$ cat src/goose_pkg.sv
// Geometry and colour constants plus raster, scene, colour and layer types
package goose_pkg;

    // Coordinate widths
    localparam int COORD_W = 11;  // Scroll offset and sprite positions
    localparam int SCAN_W  = 10;  // Raster counters

    // Scene
    localparam int FLOOR_Y = 240;  // First ground row
    localparam int SPAWN_X = 640;  // First obstacle column at zero scroll

    // Goose box
    localparam int GOOSE_X      = 50;
    localparam int GOOSE_Y_BASE = 200;  // Top row when standing
    localparam int GOOSE_W      = 30;
    localparam int GOOSE_H      = 40;

    // Obstacles
    localparam int ION_W           = 20;
    localparam int ION_H           = 40;
    localparam int UW_SIZE         = 30;
    localparam int UW_SPAWN_OFFSET = 250;  // Emblem trails the railway
    localparam int OUTLINE_PX      = 2;

    // Pattern drawn when the obstacle type bit is low
    typedef enum logic {
        OBS_DASHED,
        OBS_OUTLINE
    } obstacle_kind_t;

    typedef struct packed {
        logic [1:0] r;
        logic [1:0] g;
        logic [1:0] b;
    } rgb_t;

    // Raster position from the video timing
    typedef struct packed {
        logic [SCAN_W-1:0] haddr;
        logic [SCAN_W-1:0] vaddr;
        logic              display_on;
    } scan_t;

    // Game state from the game controller
    typedef struct packed {
        logic [COORD_W-1:0] scrolladdr;
        logic [6:0]         jump_pos;
        logic [1:0]         obstacle_select;
        logic [1:0]         obstacle_type;
        logic               game_over;
        logic               game_start_blink;
    } scene_t;

    // Highest priority first
    typedef struct packed {
        logic goose;
        logic ion;
        logic uw;
        logic ground;
        logic sky;
    } layer_t;

    localparam rgb_t SKY_RGB    = '{r: 2'd0, g: 2'd3, b: 2'd3};
    localparam rgb_t GROUND_RGB = '{r: 2'd1, g: 2'd1, b: 2'd1};
    localparam rgb_t ION_RGB    = '{r: 2'd1, g: 2'd1, b: 2'd1};
    localparam rgb_t UW_RGB     = '{r: 2'd3, g: 2'd3, b: 2'd3};
    localparam rgb_t DEAD_RGB   = '{r: 2'd3, g: 2'd0, b: 2'd0};
    localparam rgb_t BLANK_RGB  = '{r: 2'd0, g: 2'd0, b: 2'd0};

endpackage

$ cat src/goose_sprite.sv
// Goose layer generator with body-part lookup and per-part colour
`timescale 1ns/1ps

module goose_sprite import goose_pkg::*; #(
    parameter int GOOSE_X      = goose_pkg::GOOSE_X,
    parameter int GOOSE_Y_BASE = goose_pkg::GOOSE_Y_BASE,
    parameter int GOOSE_W      = goose_pkg::GOOSE_W,
    parameter int GOOSE_H      = goose_pkg::GOOSE_H
) (
    input  logic       clk,
    input  logic       sys_rst,
    input  scan_t      scan,
    input  logic [6:0] jump_pos,
    input  logic       game_over,
    input  logic       blink,
    output logic       goose_on,
    output rgb_t       goose_rgb
);

    localparam logic [COORD_W-1:0] BOX_X  = COORD_W'(GOOSE_X);
    localparam logic [COORD_W-1:0] BOX_W  = COORD_W'(GOOSE_W);
    localparam logic [COORD_W-1:0] BOX_H  = COORD_W'(GOOSE_H);
    localparam logic [COORD_W-1:0] BASE_Y = COORD_W'(GOOSE_Y_BASE);

    // Part palette
    localparam rgb_t BEAK_RGB  = '{r: 2'd3, g: 2'd2, b: 2'd1};
    localparam rgb_t WHITE_RGB = '{r: 2'd3, g: 2'd3, b: 2'd3};
    localparam rgb_t BLACK_RGB = '{r: 2'd0, g: 2'd0, b: 2'd0};
    localparam rgb_t TAIL_RGB  = '{r: 2'd2, g: 2'd1, b: 2'd0};
    localparam rgb_t BROWN_RGB = '{r: 2'd2, g: 2'd2, b: 2'd1};
    localparam rgb_t IDLE_RGB  = '{r: 2'd3, g: 2'd3, b: 2'd0};  // Yellow when nothing hit

    logic [COORD_W-1:0] hx;
    logic [COORD_W-1:0] vy;
    logic [COORD_W-1:0] top_y;
    logic [COORD_W-1:0] loc_x;
    logic [COORD_W-1:0] loc_y;
    logic               in_box;
    logic               draw;
    logic               part_hit;
    rgb_t               part_rgb;

    function automatic logic in_range(input int v, input int lo, input int hi);
        return (v >= lo) && (v <= hi);
    endfunction

    assign hx    = COORD_W'(scan.haddr);
    assign vy    = COORD_W'(scan.vaddr);
    assign top_y = BASE_Y - COORD_W'(jump_pos);  // Jump raises the box
    assign loc_x = hx - BOX_X;
    assign loc_y = vy - top_y;

    assign in_box = (hx >= BOX_X) && (loc_x < BOX_W) && (vy >= top_y) && (loc_y < BOX_H);
    assign draw   = in_box && blink && scan.display_on;

    // Parts checked in priority order, first match wins
    always_comb begin
        int x;
        int y;
        int wing_lo;
        int neck_step;

        x = int'(loc_x);
        y = int'(loc_y);
        // Left edge of the raised wing, also where its black edge sits
        wing_lo   = (y < 16) ? 6 : ((y < 19) ? y - 9 : 10);
        neck_step = (y - 17) >>> 1;  // Neck leans one column left every two rows
        part_hit  = 1'b1;

        if (in_range(y, 13, 14) && in_range(x, 27, 28)) begin
            part_rgb = BEAK_RGB;
        end else if (in_range(y, 12, 13) && x == 24) begin  // Eye
            part_rgb = WHITE_RGB;
        end else if (in_range(y, 13, 14) && in_range(x, 22, 23)) begin  // Cheek
            part_rgb = WHITE_RGB;
        end else if (in_range(y, 34, 35) && in_range(x, 12, 18)) begin  // Belly
            part_rgb = WHITE_RGB;
        end else if (in_range(y, 11, 16) && in_range(x, 22, 26)) begin  // Head
            part_rgb = BLACK_RGB;
        end else if (in_range(y, 17, 24) && in_range(x, 20 - neck_step, 21 - neck_step)) begin
            part_rgb = BLACK_RGB;
        end else if (in_range(y, 14, 24) && x == wing_lo) begin  // Wing edge
            part_rgb = BLACK_RGB;
        end else if (in_range(y, 36, 39) && (x == 12 || x == 15)) begin  // Legs
            part_rgb = BLACK_RGB;
        end else if (in_range(y, 29, 34) && in_range(x, 6, in_range(y, 32, 33) ? 8 : 7)) begin
            part_rgb = TAIL_RGB;
        end else if (in_range(y, 14, 24) && in_range(x, wing_lo, y - 6)) begin  // Wing
            part_rgb = BROWN_RGB;
        end else if ((in_range(y, 25, 28) && in_range(x, 10, 22)) ||
                     (in_range(y, 29, 32) && in_range(x, 9, 22)) ||
                     (in_range(y, 33, 35) && in_range(x, 9, 21))) begin  // Body
            part_rgb = BROWN_RGB;
        end else begin
            part_hit = 1'b0;
            part_rgb = IDLE_RGB;
        end
    end

    always_ff @(posedge clk) begin
        if (sys_rst) begin
            goose_on <= 1'b0;
        end else begin
            goose_on <= draw && part_hit;
        end
    end

    // Whole bird turns red once the game is lost
    always_ff @(posedge clk) begin
        if (draw && part_hit) begin
            goose_rgb <= game_over ? DEAD_RGB : part_rgb;
        end else begin
            goose_rgb <= IDLE_RGB;
        end
    end

endmodule

$ cat src/obstacle_sprite.sv
// Obstacle layer generator with parameterized box and pattern kind
`timescale 1ns/1ps

module obstacle_sprite import goose_pkg::*; #(
    parameter int             OBS_W        = 20,
    parameter int             OBS_H        = 40,
    parameter int             SPAWN_OFFSET = 0,
    parameter obstacle_kind_t KIND         = OBS_DASHED
) (
    input  logic               clk,
    input  logic               sys_rst,
    input  scan_t              scan,
    input  logic [COORD_W-1:0] scrolladdr,
    input  logic               select,
    input  logic               solid,
    output logic               obs_on
);

    localparam logic [COORD_W-1:0] BOX_W   = COORD_W'(OBS_W);
    localparam logic [COORD_W-1:0] BOX_H   = COORD_W'(OBS_H);
    localparam logic [COORD_W-1:0] TOP_Y   = COORD_W'(FLOOR_Y - OBS_H);  // Sits on the floor
    localparam logic [COORD_W-1:0] FLOOR_C = COORD_W'(FLOOR_Y);
    localparam logic [COORD_W-1:0] START_X = COORD_W'(SPAWN_X + SPAWN_OFFSET);
    localparam logic [COORD_W-1:0] EDGE    = COORD_W'(OUTLINE_PX);

    logic [COORD_W-1:0] hx;
    logic [COORD_W-1:0] vy;
    logic [COORD_W-1:0] left_x;
    logic [COORD_W-1:0] off_x;
    logic [COORD_W-1:0] off_y;
    logic               in_box;
    logic               outline;
    logic               pattern;

    assign hx     = COORD_W'(scan.haddr);
    assign vy     = COORD_W'(scan.vaddr);
    assign left_x = START_X - scrolladdr;  // Wraps modulo 2^11
    assign off_x  = hx - left_x;
    assign off_y  = vy - TOP_Y;

    assign in_box = (hx >= left_x) && (off_x < BOX_W) && (vy >= TOP_Y) && (vy < FLOOR_C);

    assign outline = (off_x < EDGE) || (off_x >= BOX_W - EDGE) ||
                     (off_y < EDGE) || (off_y >= BOX_H - EDGE);

    always_comb begin
        if (solid) begin
            pattern = 1'b1;
        end else if (KIND == OBS_DASHED) begin
            pattern = (scan.vaddr[2:0] < 3'd4);  // 4 rows on, 4 off
        end else begin
            pattern = outline;
        end
    end

    always_ff @(posedge clk) begin
        if (sys_rst) begin
            obs_on <= 1'b0;
        end else begin
            obs_on <= scan.display_on && select && in_box && pattern;
        end
    end

endmodule

$ cat src/layer_compositor.sv
// Sky and ground band registers, layer priority mux, blanking and collision
`timescale 1ns/1ps

module layer_compositor import goose_pkg::*; (
    input  logic  clk,
    input  logic  sys_rst,
    input  scan_t scan,
    input  logic  goose_on,
    input  rgb_t  goose_rgb,
    input  logic  ion_on,
    input  logic  uw_on,
    output rgb_t  pixel,
    output logic  collision
);

    localparam logic [SCAN_W-1:0] FLOOR_ROW = SCAN_W'(FLOOR_Y);

    logic   sky_q;
    logic   ground_q;
    layer_t layers;
    rgb_t   mix_rgb;

    // Bands delayed one cycle to line up with the sprite layers
    always_ff @(posedge clk) begin
        if (sys_rst) begin
            sky_q    <= 1'b0;
            ground_q <= 1'b0;
        end else begin
            sky_q    <= scan.display_on && (scan.vaddr < FLOOR_ROW);
            ground_q <= scan.display_on && (scan.vaddr >= FLOOR_ROW);
        end
    end

    assign layers = '{goose: goose_on, ion: ion_on, uw: uw_on, ground: ground_q, sky: sky_q};

    always_comb begin
        if (layers.goose) begin
            mix_rgb = goose_rgb;
        end else if (layers.ion) begin
            mix_rgb = ION_RGB;  // Railway drawn over the emblem
        end else if (layers.uw) begin
            mix_rgb = UW_RGB;
        end else if (layers.ground) begin
            mix_rgb = GROUND_RGB;
        end else if (layers.sky) begin
            mix_rgb = SKY_RGB;
        end else begin
            mix_rgb = BLANK_RGB;
        end
    end

    // Blank on the live display_on, not the delayed one
    assign pixel = scan.display_on ? mix_rgb : BLANK_RGB;

    // Only obstacles count, not the ground
    assign collision = layers.goose && (layers.ion || layers.uw);

endmodule

$ cat src/goose_renderer.sv
// Top level of the pixel renderer, goose and obstacle layers into the compositor
`timescale 1ns/1ps

module goose_renderer import goose_pkg::*; #(
    parameter int GOOSE_X         = goose_pkg::GOOSE_X,
    parameter int GOOSE_Y_BASE    = goose_pkg::GOOSE_Y_BASE,
    parameter int GOOSE_W         = goose_pkg::GOOSE_W,
    parameter int GOOSE_H         = goose_pkg::GOOSE_H,
    parameter int ION_W           = goose_pkg::ION_W,
    parameter int ION_H           = goose_pkg::ION_H,
    parameter int UW_SIZE         = goose_pkg::UW_SIZE,
    parameter int UW_SPAWN_OFFSET = goose_pkg::UW_SPAWN_OFFSET
) (
    input  logic   clk,
    input  logic   sys_rst,
    input  scan_t  scan,
    input  scene_t scene,
    output rgb_t   pixel,
    output logic   collision
);

    logic goose_on;
    rgb_t goose_rgb;
    logic ion_on;
    logic uw_on;

    goose_sprite #(
        .GOOSE_X      (GOOSE_X),
        .GOOSE_Y_BASE (GOOSE_Y_BASE),
        .GOOSE_W      (GOOSE_W),
        .GOOSE_H      (GOOSE_H)
    ) i_goose_sprite (
        .clk       (clk),
        .sys_rst   (sys_rst),
        .scan      (scan),
        .jump_pos  (scene.jump_pos),
        .game_over (scene.game_over),
        .blink     (scene.game_start_blink),
        .goose_on  (goose_on),
        .goose_rgb (goose_rgb)
    );

    // Railway, dashed unless its type bit is set
    obstacle_sprite #(
        .OBS_W        (ION_W),
        .OBS_H        (ION_H),
        .SPAWN_OFFSET (0),
        .KIND         (OBS_DASHED)
    ) i_ion_sprite (
        .clk        (clk),
        .sys_rst    (sys_rst),
        .scan       (scan),
        .scrolladdr (scene.scrolladdr),
        .select     (scene.obstacle_select[0]),
        .solid      (scene.obstacle_type[0]),
        .obs_on     (ion_on)
    );

    // Square emblem further down the track
    obstacle_sprite #(
        .OBS_W        (UW_SIZE),
        .OBS_H        (UW_SIZE),
        .SPAWN_OFFSET (UW_SPAWN_OFFSET),
        .KIND         (OBS_OUTLINE)
    ) i_uw_sprite (
        .clk        (clk),
        .sys_rst    (sys_rst),
        .scan       (scan),
        .scrolladdr (scene.scrolladdr),
        .select     (scene.obstacle_select[1]),
        .solid      (scene.obstacle_type[1]),
        .obs_on     (uw_on)
    );

    layer_compositor i_layer_compositor (
        .clk       (clk),
        .sys_rst   (sys_rst),
        .scan      (scan),
        .goose_on  (goose_on),
        .goose_rgb (goose_rgb),
        .ion_on    (ion_on),
        .uw_on     (uw_on),
        .pixel     (pixel),
        .collision (collision)
    );

endmodule

$ cat config.mk
export PLATFORM = sky130hd
export DESIGN_NAME = goose_renderer
export DESIGN_NICKNAME = d
export VERILOG_FILES = /design/src/goose_pkg.sv /design/src/goose_sprite.sv /design/src/obstacle_sprite.sv /design/src/layer_compositor.sv /design/src/goose_renderer.sv
export SDC_FILE = /design/constraint.sdc
export NUM_CORES = 1
export LEC_CHECK = 0
export BUFFER_PORTS_ARGS = -buffer_cell sky130_fd_sc_hd__buf_2
export CORE_MARGIN = 4
export CORE_UTILIZATION = 40
export DETAILED_ROUTE_END_ITERATION = 12
export SKIP_CTS_REPAIR_TIMING = 1
export SLEW_MARGIN = 10
export SYNTH_ARGS = -nofsm -noshare
export SYNTH_HDL_FRONTEND = slang
export SYNTH_HIERARCHICAL = 1
export SYNTH_SLANG_ARGS = --single-unit
$ cat constraint.sdc
create_clock -name clk -period 8.8 [get_ports clk]
set_clock_uncertainty 0.15 [all_clocks]
set_input_delay 1.32 -clock clk [delete_from_list [all_inputs] [get_ports clk]]
set_output_delay 1.32 -clock clk [all_outputs]
set_load 0.1 [all_outputs]
==> Word level (Yosys, flattened, before mapping) <==
Cells that the tools add are included.
{ "word_totals": {"reg_bits": 11} }
{ "op_classes": {"n_addsub": 13, "order_cmp": 58, "n_eq_ne": 4, "mux": 34, "bitwise_logic": 1, "reduce_logical": 66} }
{ "ops": {"columns": ["operator", "n"], "rows": [
  ["11-bit by 5-bit less-or-equal comparator with 1-bit output (second input constant)", 9],
  ["12-bit by 32-bit less-or-equal comparator with 1-bit output", 3],
  ["11-bit by 4-bit >= comparator with 1-bit output (second input constant)", 7],
  ["11-bit by 5-bit >= comparator with 1-bit output (second input constant)", 7],
  ["6-bit 2-to-1 mux", 11],
  ["12-bit by 32-bit >= comparator with 1-bit output", 2],
  ["32-bit 2-to-1 mux", 2],
  ["1-bit logical AND", 56],
  ["11-bit by 6-bit less-or-equal comparator with 1-bit output (second input constant)", 5],
  ["11-bit by 5-bit < comparator with 1-bit output (second input constant)", 5],
  ["11-bit by 6-bit >= comparator with 1-bit output (second input constant)", 4],
  ["10-bit by 11-bit >= comparator with 1-bit output", 3],
  ["10-bit by 11-bit subtractor with 11-bit output", 3],
  ["12-bit by 32-bit == test with 1-bit output", 1],
  ["10-bit by 8-bit >= comparator with 1-bit output (second input constant)", 3],
  ["4-bit 2-to-1 mux", 7],
  ["6-bit by 11-bit subtractor with 12-bit output (first input constant)", 2],
  ["11-bit by 5-bit == test with 1-bit output (second input constant)", 2],
  ["11-bit by 4-bit less-or-equal comparator with 1-bit output (second input constant)", 2],
  ["11-bit by 2-bit < comparator with 1-bit output (second input constant)", 2],
  ["10-bit by 11-bit subtractor with 11-bit output (first input constant)", 2],
  ["10-bit by 8-bit < comparator with 1-bit output (second input constant)", 2],
  ["1-bit 2-to-1 mux", 13],
  ["11-bit by 3-bit subtractor with 12-bit output (second input constant)", 1],
  ["16 further kinds", 22]
]} }

==> Longest topological paths before layout <==
{ "logic_depth": {"ltp_word": 21, "mapped_depth": 27, "mapped_depth_nobuf": 25} }

==> Cells and area by module <==
The synthesis kept the hierarchy.
{ "modules_own_cells": {"columns": ["module", "n_inst", "cells_per_inst", "area_per_inst_um2", "seq_area_each_um2"], "rows": [
  ["goose_sprite", 1, 522, 3985.1, 140.1],
  ["obstacle_sprite (i_uw_sprite)", 1, 142, 1014.7, 20.0],
  ["obstacle_sprite (i_ion_sprite)", 1, 84, 626.9, 20.0],
  ["layer_compositor", 1, 27, 182.7, 40.0]
]} }

==> Least setup slack after synthesis <==
No wires, ideal clock.
{ "synth_path": {"kind": "input-to-reg", "startpoint": "input port scene[6] (netlist bit)", "endpoint": "register i_goose_sprite/goose_rgb[2] (netlist name)", "setup_time_ns": 0.132, "arrival_time_ns": 5.926, "required_time_ns": 8.518, "setup_slack_ns": 2.592, "stages": 26, "path_buffers": 2, "path_cell_list": "inv_1 > ha_1 > nand2b_1 > a211oi_1 > xnor2_1 > ha_1 > buf_4 > and3b_1 > a211oi_2 > o311ai_4 > o21bai_4 > or4b_4 > buf_6 > o21ai_0 > inv_1 > ha_1 > nor2b_1 > o21ai_0 > nand2b_1 > a21oi_1 > a41oi_1 > or4_4 > a221oi_4 > nor2b_4 > a31oi_4 > o31ai_1"} }
{ "synth_via": {"elab_chain_cells": 19} }
{ "synth_lines": {"columns": ["item", "line", "source"], "rows": [
  ["start, declared", "goose_renderer.sv:17", "input scene_t scene,"],
  ["8-bit by 7-bit subtractor with 9-bit output *", "goose_sprite.sv:49", "assign top_y = BASE_Y - COORD_W'(jump_pos);"],
  ["parallel branches: the longest is 18 deep, another holds 12-bit by 32-bit >= comparator with 1-bit output", null, null]
]} }
Mark *: on every way between the ends.
A chain may end at the register's enable or synchronous reset.

==> Worst setup path in the final report <==
{ "layout_path": {"startpoint": "input port scene[6] (netlist bit)", "endpoint": "register i_goose_sprite.goose_on"} }
{ "layout_via": {"elab_chain_cells": 19} }
{ "layout_lines": {"columns": ["item", "line", "source"], "rows": [
  ["8-bit by 7-bit subtractor with 9-bit output *", "goose_sprite.sv:49", null],
  ["parallel branches: the longest is 17 deep, another holds 12-bit by 32-bit >= comparator with 1-bit output", null, null],
  ["1-bit logical AND *", "goose_sprite.sv:104", "goose_on <= draw && part_hit;"],
  ["end signal, assigned", "goose_sprite.sv:104", null],
  ["end, declared", "goose_sprite.sv:16", "output logic goose_on,"]
]} }
Marked as above.

==> impl_metrics.ini <==
[timing]
relSlewSlack = 0.377
rsz0062_at_grt = no
fin_crit_ps = 6900
slew_violations = 0
tightest_slew_ps = 932
final_hold_viol_count = 0
tns_ps = 0
timing.final.crit_share = 0.784
fmax_mhz = 145
setup_viol = 0

[final_layout]
fill_cells = 1454
finish.net_count = 970
final_util = 0.449
drive_gt1_frac = 0.132
layout.area.seq_um2 = 220
antenna_cells = 0
syn2layout_area_growth_pct = 8.55
multi_input_area_um2 = 5320
fin_cells = 1001
fin_area_um2 = 6310

[routing]
dr.pass1.iters = 5
wl_per_cell_um = 17.4
via_count = 6016
routed_wl_mm = 17.4
detail-route-antenna-nets = 0
drt_iter0_drc = 536
routed_via_density = 6.01
drc = 0

[floorplanning]
coreArea_um2 = 14000
num_rows = 43
io_pins = 54
design.die.area_um2 = 16500
initial_core_util = 0.414
die-width_um = 129
die_h_um = 129

[pwr]
peakVddDrop_mv = 0.118
power.share.clock = 0.087
power_frac_seq = 0.054
p_sw_mw = 0.515
totalPowerFinal_mw = 0.945
p_comb_frac = 0.859
pwr_density_cell_nw_per_um2 = 150
power_leakage_nw = 2.63
internal-power_mw = 0.429
switching_share = 0.546

[yosys]
async_reset_ff_frac = 0
ys_seq_area_frac = 0.0379
ys_types = 101
avgSynthCellArea_um2 = 7.50
synth_edf_count = 0
synth_cells = 775
synth_warnings = 6
netlist_area_um2 = 5810
synth_ff_type = dfxtp_1
ys_ff_latch = 11

[worst_setup_path]
worstPathArrival_ps = 6880
critPathMaxFanout = 12
critical_path_class = in -> reg
start_kind = input pin
end_kind = flip-flop
required_ps = 8780

[hold_path]
hold_path.class = in -> reg
hold_depth = 2

[global_route]
grt_max_degree = 15
grt.total_usage = 0.206
grt_pass1_vias = 5624
gr-total-overflow = 0
antenna_found_initial = 0
grt_pass1_wl_mm = 28.4

[cts]
tritoncts = built
cts_root_buf = clkbuf_16
path_clk_slew_ps = 40
clock_sinks = 11
cts_made_buffers = 3
htreeDepth = 1
clock_path_buffers = 2

[placed_design]
portBuffers = 53
dp_hpwl_mm = 14.2
place_area_um2 = 6230
dp.cells = 997
gp_congestion = 0.970

[run]
drv_cap = 0

[run_status]
status = finished, final reports clean
==> kinds of logic after synthesis <==
| logic type | count (synthesis) | share of synthesized area |
|---|---|---|
| AND/OR/NAND/NOR | 285 | 0.272 |
| adder cells (fa/ha/maj) | 101 | 0.220 |
| other | 1 | 0.000646 |
| flip-flops | 11 | 0.0379 |
| XOR/XNOR | 69 | 0.108 |
| multiplexers | 4 | 0.00689 |
| buffers and inverters | 66 | 0.0495 |
| AO/OA/AOI/OAI | 238 | 0.305 |
==> state kept, by name, indices dropped and copies added, names as in the netlist <==
| signal | cells |
|---|---|
| i_goose_sprite/goose_rgb | 6 |
| i_goose_sprite/goose_on | 1 |
| i_ion_sprite/obs_on | 1 |
| i_layer_compositor/ground_q | 1 |
| i_layer_compositor/sky_q | 1 |
| i_uw_sprite/obs_on | 1 |
==> power groups by stage <==
stage                     clock network [mW]  logic, mW  registers (mW)
after floorplan                            0      0.611          0.0514
after global placement                     0      0.801          0.0514
after detailed placement                   0      0.798          0.0514
after CTS                             0.0833      0.803          0.0506
after global routing                  0.0871      0.913          0.0505
final                                 0.0826      0.811          0.0506
==> cell usage after synthesis (all sizes together), types with 5 or more instances <==
library cell	count	area [um2]
a2111oi	5	68.8
a211o	5	43.8
a211oi	16	135
a21o	13	98.9
a21oi	62	333
a31oi	10	77.6
and2	6	37.5
and3	6	37.5
buf	11	81.3
clkbuf	8	30.0
dfxtp	11	220
ha	99	1240
inv	47	176
nand2	53	199
nand2b	21	131
nand3	14	70.1
nand3b	5	37.5
nand4	18	113
nor2	65	249
nor2b	13	111
nor3	24	120
nor3b	7	52.6
nor4	17	106
o211ai	6	45.0
o21ai	55	275
o221ai	6	70.1
o311ai	5	76.3
o31ai	7	62.6
o32ai	5	51.3
or2	7	43.8
or3	9	56.3
or4	5	48.8
xnor2	48	435
xor2	21	191
==> critical path, stage by stage <==
cell,delay [ps]
buf_2,110
inv_1,40
ha_1,260
inv_1,60
fa_1,460
a211oi_2,370
or2_1,360
nand2_1,390
or4_1,600
o32ai_1,370
a21oi_1,180
nand2b_1,210
a21oi_1,180
a211o_1,150
ha_1,230
a211o_1,300
nor4_1,230
o32ai_1,160
a311oi_2,370
nor2b_4,260
a31oi_4,110
nor2b_4,140
==> final cells by class <==
type                       instances  area share
clock buffer                       3      0.0119
clock inverter                     1    0.000794
inverter                          47      0.0280
multi-input combinational        704       0.844
sequential                        11      0.0349
tap                              180      0.0357
timing repair buffer              55      0.0444
==> path summary, 6_finish.rpt <==
kind / from / to / slack [ps]
worst max-delay path: scene[6] / i_goose_sprite/goose_on$_SDFF_PP0_ / 1900
worst min-delay path: sys_rst / i_goose_sprite/goose_on$_SDFF_PP0_ / 1180
==> cell usage in the layout, fill, tap and decap left out, types with 6 or more instances in the layout <==
master	instances
a21oi_1	58
ha_1	99
buf_2	53
xnor2_1	46
a31oi_1	9
xor2_1	20
dfxtp_1	11
nor2b_1	9
nand3_1	14
o21ai_0	47
nand2b_1	21
nand2_1	53
nand4_1	18
and3_1	6
nor2_1	63
o21ai_1	8
a21o_1	12
and2_1	6
conb_1	7
o211ai_1	6
inv_1	46
or3_1	9
a211oi_1	13
nor3_1	24
nor4_1	17
nor3b_1	7
==> metal layers <==
layer | global-route usage | part of all wire | vias up
met2 | 0.347 | 0.46 | 197
li1 | - | - | 3007
met1 | 0.294 | 0.47 | 2779
met5 | 0 | 0 | -
met3 | 0.00664 | 0.053 | 33
met4 | 0.0408 | 0.017 | 0
==> stage by stage <==
| stage | hold WS [ps] | setup slack, ps |
|---|---|---|
| after floorplan | 1230 | 2590 |
| after global placement | 1430 | 1650 |
| after detailed placement | 1430 | 1760 |
| after CTS | 1180 | 2010 |
| after global routing | 1180 | 1480 |
| final | 1180 | 1900 |
(Power assumes the default switching activity.)
